## src/fetch_pkg.sv

```systemverilog
package fetch_pkg;

    // 32-bit address or instruction word
    typedef logic [31:0] word_t;

    // bus line, lower word sits at the line-aligned address
    typedef logic [63:0] line_t;

    typedef struct packed {
        logic  valid;
        word_t pc;
        word_t instr;
        logic  bad_addr;
    } fetch_slot_t;

    // index 1 is the older instruction, index 0 the younger one
    typedef fetch_slot_t [1:0] slot_pair_t;

    // request in flight between the PC and the returned line
    typedef struct packed {
        logic  valid;
        word_t pc;
        logic  bad_addr;
    } f1_entry_t;

    localparam word_t RESET_PC  = 32'hbfc0_0000;
    localparam word_t EXC_ENTRY = 32'hbfc0_0380;

endpackage

```

## src/redirect_if.sv

```systemverilog
`timescale 1ns/1ps

// one-cycle redirect pulses, no acknowledge
interface redirect_if;
    logic             branch_taken;
    fetch_pkg::word_t branch_target;
    logic             exc_taken;
    logic             eret;
    fetch_pkg::word_t epc;

    modport source (
        output branch_taken, branch_target, exc_taken, eret, epc
    );

    modport sink (
        input branch_taken, branch_target, exc_taken, eret, epc
    );

endinterface

```

## src/pipe_reg.sv

```systemverilog
`timescale 1ns/1ps

module pipe_reg #(
    parameter type T = logic
) (
    input  logic clk,
    input  logic reset,
    input  logic en,
    input  logic flush,
    input  T     d,
    output T     q
);

    // flush wins over enable
    always_ff @(posedge clk) begin
        if (reset || flush) begin
            q <= '0;
        end else if (en) begin
            q <= d;
        end
    end

endmodule

```

## src/pc_gen.sv

```systemverilog
`timescale 1ns/1ps

module pc_gen #(
    parameter fetch_pkg::word_t reset_pc  = fetch_pkg::RESET_PC,
    parameter fetch_pkg::word_t exc_entry = fetch_pkg::EXC_ENTRY
) (
    input  logic                 clk,
    input  logic                 reset,
    redirect_if.sink             redir,
    input  logic                 hold,
    input  logic                 ibus_addr_ok,
    output logic                 ibus_valid,
    output fetch_pkg::word_t     ibus_addr,
    output fetch_pkg::f1_entry_t f1_next
);

    fetch_pkg::word_t pc;
    fetch_pkg::word_t pc_succ;
    fetch_pkg::word_t pc_nxt;
    fetch_pkg::word_t saved_pc;
    logic             saved_valid;
    logic             redirect_now;
    logic             misaligned;
    logic             fetch_ok;
    logic             stall_f;

    assign redirect_now = redir.exc_taken || redir.eret || redir.branch_taken;
    assign misaligned   = pc[1:0] != 2'b00;

    // pc in the upper word only yields one slot
    assign pc_succ = pc[2] ? pc + 32'd4 : pc + 32'd8;

    // exception entry beats everything, even a saved target
    always_comb begin
        if (redir.exc_taken) begin
            pc_nxt = exc_entry;
        end else if (saved_valid) begin
            pc_nxt = saved_pc;
        end else if (redir.eret) begin
            pc_nxt = redir.epc;
        end else if (redir.branch_taken) begin
            pc_nxt = redir.branch_target;
        end else begin
            pc_nxt = pc_succ;
        end
    end

    // no fetch on the wrong path or while downstream is held
    assign fetch_ok   = !hold && !redirect_now && !saved_valid;
    assign ibus_valid = !reset && fetch_ok && !misaligned;
    assign ibus_addr  = pc;

    assign stall_f = (ibus_valid && !ibus_addr_ok) || hold;

    // a bad address goes down the pipe without a bus request
    assign f1_next.valid    = (ibus_valid && ibus_addr_ok) || (fetch_ok && misaligned);
    assign f1_next.pc       = pc;
    assign f1_next.bad_addr = misaligned;

    always_ff @(posedge clk) begin
        if (reset) begin
            pc <= reset_pc;
        end else if (!stall_f) begin
            pc <= pc_nxt;
        end
    end

    // redirect seen during a stall waits here until the stall ends
    always_ff @(posedge clk) begin
        if (reset) begin
            saved_valid <= 1'b0;
        end else if (stall_f && redirect_now) begin
            saved_valid <= 1'b1;
        end else if (!stall_f) begin
            saved_valid <= 1'b0;
        end
    end

    always_ff @(posedge clk) begin
        if (stall_f && redirect_now) begin
            saved_pc <= pc_nxt;
        end
    end

    req_aligned_a: assert property (@(posedge clk) disable iff (reset)
        ibus_valid |-> ibus_addr[1:0] == 2'b00);

    // a pulse kills the current pc, so it must never reach the bus
    no_req_on_redirect_a: assert property (@(posedge clk) disable iff (reset)
        redirect_now |-> !ibus_valid);

endmodule

```

## src/instr_split.sv

```systemverilog
`timescale 1ns/1ps

module instr_split (
    input  logic                 clk,
    input  logic                 reset,
    input  logic                 hold,
    input  fetch_pkg::f1_entry_t f1,
    input  fetch_pkg::line_t     ibus_data,
    output fetch_pkg::slot_pair_t slots_next
);

    fetch_pkg::line_t line_hold;
    fetch_pkg::line_t line;
    logic             hold_valid;
    logic             slot0_ok;

    // bus data lasts one cycle, keep it while the output is held
    always_ff @(posedge clk) begin
        if (reset) begin
            hold_valid <= 1'b0;
        end else if (hold && !hold_valid && f1.valid) begin
            hold_valid <= 1'b1;
        end else if (!hold) begin
            hold_valid <= 1'b0;
        end
    end

    always_ff @(posedge clk) begin
        if (hold && !hold_valid && f1.valid) begin
            line_hold <= ibus_data;
        end
    end

    assign line = hold_valid ? line_hold : ibus_data;

    // second slot only when the pc is line aligned
    assign slot0_ok = f1.valid && !f1.pc[2] && !f1.bad_addr;

    always_comb begin
        slots_next[1].valid    = f1.valid;
        slots_next[1].pc       = f1.pc;
        slots_next[1].bad_addr = f1.bad_addr;
        if (f1.bad_addr) begin
            slots_next[1].instr = '0;
        end else if (f1.pc[2]) begin
            slots_next[1].instr = line[63:32];
        end else begin
            slots_next[1].instr = line[31:0];
        end

        slots_next[0].valid    = slot0_ok;
        slots_next[0].bad_addr = 1'b0;
        slots_next[0].pc       = slot0_ok ? f1.pc + 32'd4 : '0;
        slots_next[0].instr    = slot0_ok ? line[63:32] : '0;
    end

    slot_order_a: assert property (@(posedge clk) disable iff (reset)
        slots_next[0].valid |-> slots_next[1].valid && !slots_next[1].bad_addr);

endmodule

```

## src/fetch_top.sv

```systemverilog
`timescale 1ns/1ps

module fetch_top #(
    parameter fetch_pkg::word_t reset_pc  = fetch_pkg::RESET_PC,
    parameter fetch_pkg::word_t exc_entry = fetch_pkg::EXC_ENTRY
) (
    input  logic                  clk,
    input  logic                  reset,
    output logic                  ibus_valid,
    output fetch_pkg::word_t      ibus_addr,
    input  logic                  ibus_addr_ok,
    input  fetch_pkg::line_t      ibus_data,
    input  logic                  hold,
    input  logic                  branch_taken,
    input  fetch_pkg::word_t      branch_target,
    input  logic                  exc_taken,
    input  logic                  eret,
    input  fetch_pkg::word_t      epc,
    output fetch_pkg::slot_pair_t slots
);

    fetch_pkg::f1_entry_t  f1_next;
    fetch_pkg::f1_entry_t  f1;
    fetch_pkg::slot_pair_t slots_next;
    logic                  flush_f1;

    redirect_if redir ();

    assign redir.branch_taken  = branch_taken;
    assign redir.branch_target = branch_target;
    assign redir.exc_taken     = exc_taken;
    assign redir.eret          = eret;
    assign redir.epc           = epc;

    // any redirect kills the request in flight
    assign flush_f1 = branch_taken || exc_taken || eret;

    pc_gen #(
        .reset_pc  (reset_pc),
        .exc_entry (exc_entry)
    ) pc_gen_i (
        .clk          (clk),
        .reset        (reset),
        .redir        (redir.sink),
        .hold         (hold),
        .ibus_addr_ok (ibus_addr_ok),
        .ibus_valid   (ibus_valid),
        .ibus_addr    (ibus_addr),
        .f1_next      (f1_next)
    );

    pipe_reg #(.T(fetch_pkg::f1_entry_t)) f1_reg (
        .clk   (clk),
        .reset (reset),
        .en    (!hold),
        .flush (flush_f1),
        .d     (f1_next),
        .q     (f1)
    );

    instr_split split_i (
        .clk        (clk),
        .reset      (reset),
        .hold       (hold),
        .f1         (f1),
        .ibus_data  (ibus_data),
        .slots_next (slots_next)
    );

    // output stays frozen while held, so never flushed
    pipe_reg #(.T(fetch_pkg::slot_pair_t)) out_reg (
        .clk   (clk),
        .reset (reset),
        .en    (!hold),
        .flush (1'b0),
        .d     (slots_next),
        .q     (slots)
    );

endmodule

```

## config.mk

```make
export PLATFORM = sky130hd
export DESIGN_NAME = fetch_top
export DESIGN_NICKNAME = d
export VERILOG_FILES = /design/src/fetch_pkg.sv /design/src/redirect_if.sv /design/src/pipe_reg.sv /design/src/pc_gen.sv /design/src/instr_split.sv /design/src/fetch_top.sv
export SDC_FILE = /design/constraint.sdc
export NUM_CORES = 1
export LEC_CHECK = 0
export ABC_AREA = 1
export BUFFER_PORTS_ARGS = -buffer_cell sky130_fd_sc_hd__buf_2
export CAP_MARGIN = 25
export CELL_PAD_IN_SITES_DETAIL_PLACEMENT = 2
export CELL_PAD_IN_SITES_GLOBAL_PLACEMENT = 2
export CORE_MARGIN = 4
export CORE_UTILIZATION = 31
export DETAILED_ROUTE_END_ITERATION = 12
export GPL_ROUTABILITY_DRIVEN = 0
export PLACE_DENSITY_LB_ADDON = 0.08
export SLEW_MARGIN = 25
export SYNTH_ARGS = -nofsm -noshare
export SYNTH_HDL_FRONTEND = slang
export SYNTH_SLANG_ARGS = --single-unit
```

## constraint.sdc

```tcl
create_clock -name clk -period 9.71 [get_ports clk]
set_clock_uncertainty 0.05 [all_clocks]
set_input_delay 1.942 -clock clk [delete_from_list [all_inputs] [get_ports clk]]
set_output_delay 1.942 -clock clk [all_outputs]
set_load 0.05 [all_outputs]
```

# After elaboration in Yosys (flattened, before gate mapping)
# Cells that the tools add are included.
[totals] out_inout_bits=165 regBits=295 inputBits=135
[classes] eq_ne=2 muxes=14 add_sub_neg=3 reduce_logical=29
[ops] cell="32-bit two-way mux" n=9
[ops] cell="32-bit by 3-bit adder with 32-bit output, second input constant" n=2
[ops] cell="64-bit two-way mux" n=1
[ops] cell="32-bit by 4-bit adder with 32-bit output, second input constant" n=1
[ops] cell="1-bit logical AND" n=12
[ops] cell="1-bit zero test" n=9
[ops] cell="1-bit logical OR" n=7
[ops] cell="1-bit two-way mux" n=4
[ops] cell="2-bit by 1-bit != test with 1-bit output, second input constant" n=1
[ops] cell="2-bit != test, second input constant" n=1
[ops] cell="2-bit nonzero test" n=1

# Longest topological paths before layout
[depth] word_depth=11 mapped_depth=14

# Modules after synthesis
# From an unflattened synthesis, not the netlist that was laid out.
[unflattened] hier_cells=2164 area_unflattened_um2=15331.0
[by_module_without_submodules] mod="pipe_reg (out_reg)" cells_per_inst=836 seq_area_each_um2=2642.5 area_each_um2=5397.7 instances=1
[by_module_without_submodules] mod="pc_gen" cells_per_inst=662 seq_area_each_um2=1621.6 area_each_um2=4360.4 instances=1
[by_module_without_submodules] mod="instr_split" cells_per_inst=445 seq_area_each_um2=1941.9 area_each_um2=4136.5 instances=1
[by_module_without_submodules] mod="pipe_reg (f1_reg)" cells_per_inst=216 seq_area_each_um2=680.7 area_each_um2=1417.6 instances=1
[by_module_without_submodules] mod="fetch_top" cells_per_inst=5 seq_area_each_um2=0.0 area_each_um2=18.8 instances=1

# Worst setup path before layout
# OpenSTA, ideal clock, no wires.
[synth_path] path_kind="input to register" from="in hold" to="reg split_i.line_hold[0], enable pin" arrival_time_ns=6.807 required_ns=9.095 setup_slack_ns=2.288 path_buffers=2 path_stages=4 path_cell_list="buf_2 > inv_2 > buf_1 > nor3_1"
[synth_between] elab_chain_len=2
[synth_rtl] element="start, declared" line="fetch_top.sv:13" source="input logic hold,"
[synth_rtl] element="1-bit logical AND (2 in a row)" line="instr_split.sv:29" source="if (hold && !hold_valid && f1.valid) begin"
[synth_rtl] element="end signal, assigned" line="instr_split.sv:30" source="line_hold <= ibus_data;"
[synth_rtl] element="end, declared" line="instr_split.sv:12" source="fetch_pkg::line_t line_hold;"
# No other way between the ends.
# A chain may end at the register's enable or synchronous reset.

# Final worst setup path
[layout_path] from="in eret" to="out ibus_valid"
[layout_between] elab_chain_len=7
[layout_rtl] element="start, declared" line="fetch_top.sv:17" source="input logic eret,"
[layout_rtl] element="1-bit logical OR (2 in a row)" line="pc_gen.sv:27" source="assign redirect_now = redir.exc_taken || redir.eret || redir.branch_taken;"
[layout_rtl] element="1-bit zero test" line="pc_gen.sv:49" source="assign fetch_ok = !hold && !redirect_now && !saved_valid;"
[layout_rtl] element="1-bit logical AND (2 in a row)" line="pc_gen.sv:49"
[layout_rtl] element="1-bit logical AND (2 in a row)" line="pc_gen.sv:50" source="assign ibus_valid = !reset && fetch_ok && !misaligned;"
[layout_rtl] element="end, declared" line="fetch_top.sv:9" source="output logic ibus_valid,"
# No other way between the ends.

==> impl_metrics.json <==
{
  "synth_fp_nets": 1839,
  "vias": 12800,
  "synth_largest_area_cell": "dfxtp_1",
  "slowest_stage": "buf_2",
  "ys_warn_count": 0,
  "slew_violations": 0,
  "finalPower_mw": 3.00,
  "avgSynthCellArea_um2": 7.81,
  "cp_common_cell": "buf_2",
  "critPathMaxFanout": 44,
  "yosys.area_share.xor_xnor_pct": 0.923,
  "ctsLongestPathBuffers": 3,
  "drtIter0Drc": 587,
  "period_needed_ns": 5.33,
  "clk_pin_slew_ns": 0.06,
  "period_share_pct": 54.9,
  "fp.dieW_um": 215,
  "yosys.cell_types.count": 44,
  "grt_max_degree": 82,
  "power.leakage_nw": 6.83,
  "synth_common_cells": "500 x nand2_1, 199 x dfxtp_1, 190 x nor2_1",
  "drtAntennaViolNets": 0,
  "synth_flop_cell": "dfxtp_1",
  "grt_setup_unrepaired": "false",
  "synthCells": 1702,
  "cp_cell_sequence": "buf_2, nor3_4, nand3_1, nor3_2, buf_2",
  "crit_family": "buffers and inverters",
  "drc": 0,
  "firstDrtPassIters": 4,
  "pin_count": 300,
  "crit_path_max_incr_delay_ns": 0.37,
  "antenna_cells": 0,
  "synth_edf_count": 96,
  "drive_gt1_share_pct": 19.9,
  "max_freq_ghz": 0.188,
  "maxSlewHeadroom_pct": 34.8,
  "avgViaCountPerCell": 5.14,
  "grt_pass1_wl_um": 83400,
  "status": "finished clean",
  "cts_inserted_buffers": 37,
  "core_area_mm2": 0.0421,
  "fin_setup_tns_ns": 0,
  "synth_top_family_by_area": "simple AND/OR/NAND/NOR gates",
  "worstSetupStartpointType": "input port",
  "synth-seq-cells": 295,
  "hp-class": "reg2reg",
  "clock-sinks": 295,
  "path_buf_inv": 2,
  "grtUsageTotal_pct": 22.8,
  "endpoint_kind": "output pin",
  "dp.cells": 2434,
  "synth_mux_area_share_pct": 2.49,
  "tightest_slew_ns": 0.978,
  "fp.dieH_um": 215,
  "path_class": "in2out",
  "die_area_mm2": 0.0462,
  "synth-simple-area-share_pct": 26.1,
  "seq_area_frac_synth_pct": 51.7,
  "numPortBuffers": 298,
  "cts_resized": 0,
  "crit_arrival_ns": 3.34,
  "fin_cells": 2498,
  "critPathRequiredTime_ns": 7.72,
  "detail_route.wl_per_cell_um": 21.7,
  "final_hold_viol_count": 0,
  "post_cts_buffers": 0,
  "htree_levels": 2,
  "grt-ovfl-total": 0,
  "synth.most_common_cell": "nand2_1",
  "dp_hpwl_um": 38900,
  "antenna_found_initial": 0,
  "synth_top_cell_area_share_pct": 30.0,
  "netlist_area_mm2": 0.0133,
  "initial_core_util_pct": 31.5,
  "rows": 75,
  "fin_nets": 2072,
  "hold_buffers": 0,
  "clk_latency_ns": 0.55,
  "area_delta_synth_final_pct": 22.2,
  "setup_viol": 0,
  "synth_compound_area_share_pct": 11.6,
  "cts-root-buf": "clkbuf_16",
  "peakVddDrop_v": 0.0000943,
  "max_cap_violations": 0,
  "synth_fa_ha_area_share_pct": 0.188,
  "cts_tree": "done",
  "synthTopCellsByArea": "dfxtp_1 30%, edfxtp_1 22%, nand2_1 14%",
  "async_flop_share_pct": 0,
  "wirelength_um": 54200,
  "powerDensity_mw_per_mm2": 185,
  "grt_pass1_vias": 14000
}
area by class of cell:
cell class | instances | area (µm²)
Tap cell | 539 | 674
Multi-Input combinational cell | 1197 | 5500
Clock buffer | 52 | 1050
Inverter | 87 | 328
Clock inverter | 11 | 118
Sequential cell | 295 | 6870
Fill cell | 4868 | 25900
Timing Repair Buffer | 317 | 1690
layer usage:
metal  wire length, µm  vias up  GRT usage (%)
li1                  -     6060              -
met1             23900     6469           28.7
met2             27100      239           40.8
met3              2070       68           4.07
met4              1040        0           4.98
met5                 0        -              0
cell usage in the layout, fill, tap and decap left out, types with 4 or more instances in the layout:
master and instances:
clkinv_2 6, nand4_1 8, nand3_1 114, o21ai_0 162, dfxtp_1 197, nor2_2 5, buf_4 16, a31oi_1 5
xnor2_1 6, nand2_1 500, mux2i_1 33, a22o_1 4, clkbuf_16 39, nor2_1 187, edfxtp_1 96, clkbuf_1 10
nor3_1 17, xor2_1 8, nand3b_1 4, a21oi_1 110, buf_2 298, inv_1 82
path summary, 6_finish.rpt:
kind | startpoint | endpoint | slack (ns) | cells after the start
worst max-delay path | eret | ibus_valid | 4.38 | 5
worst min-delay path | out_reg.q[48]$_SDFFE_PP0N_ | out_reg.q[48]$_SDFFE_PP0N_ | 0.40 | 2
worst max register to register | pc_gen_i.saved_valid$_SDFFE_PP0P_ | pc_gen_i.saved_pc[18]$_DFFE_PP_ | 6.64 | 9
worst min register to register | out_reg.q[48]$_SDFFE_PP0N_ | out_reg.q[48]$_SDFFE_PP0N_ | 0.40 | 2
registers in the layout, indices dropped and copies added, names as in the netlist:
name,cells
f1_reg.q,34
pc_gen_i.ibus_addr,32
out_reg.q,131
pc_gen_i.saved_pc,32
pc_gen_i.saved_valid,1
split_i.line_hold,64
split_i.hold_valid,1
metrics by stage:
step	util, %	cell area (µm²)	setup slack [ns]	hold slack [ns]
3_5_place_dp	35.7	15000	4.37	0.392
5_1_grt	38.6	16200	4.26	0.433
4_1_cts	38.5	16200	4.37	0.407
2_1_floorplan	-	13300	2.29	0.394
3_3_place_gp	35.6	15000	4.41	0.384
6_report	38.6	16200	4.38	0.401
where the power goes:
| part | switching [mW] | internal [mW] |
|---|---|---|
| logic | 0.226 | 0.0822 |
| registers | 0.0297 | 1.31 |
| clock network | 0.548 | 0.810 |
| total | 0.804 | 2.20 |
tightest hold or removal path, stage by stage (launching register included):
cell     delay [ns]
dfxtp_1        0.30
nand2_1        0.06
nand2_1        0.05
cells by family (layout without fill, tap and decap cells):
family / after synthesis / count (layout)
AOI/OAI and AO/OA: 297 / 297
DFF: 295 / 295
xor gates and xnor gates: 14 / 14
adders and majority gates: 2 / 2
buffers and inverters: 210 / 467
muxes: 33 / 33
other: 1 / 1
and+or+nand+nor: 850 / 850
Note: power is estimated with default switching activity, not from simulation.
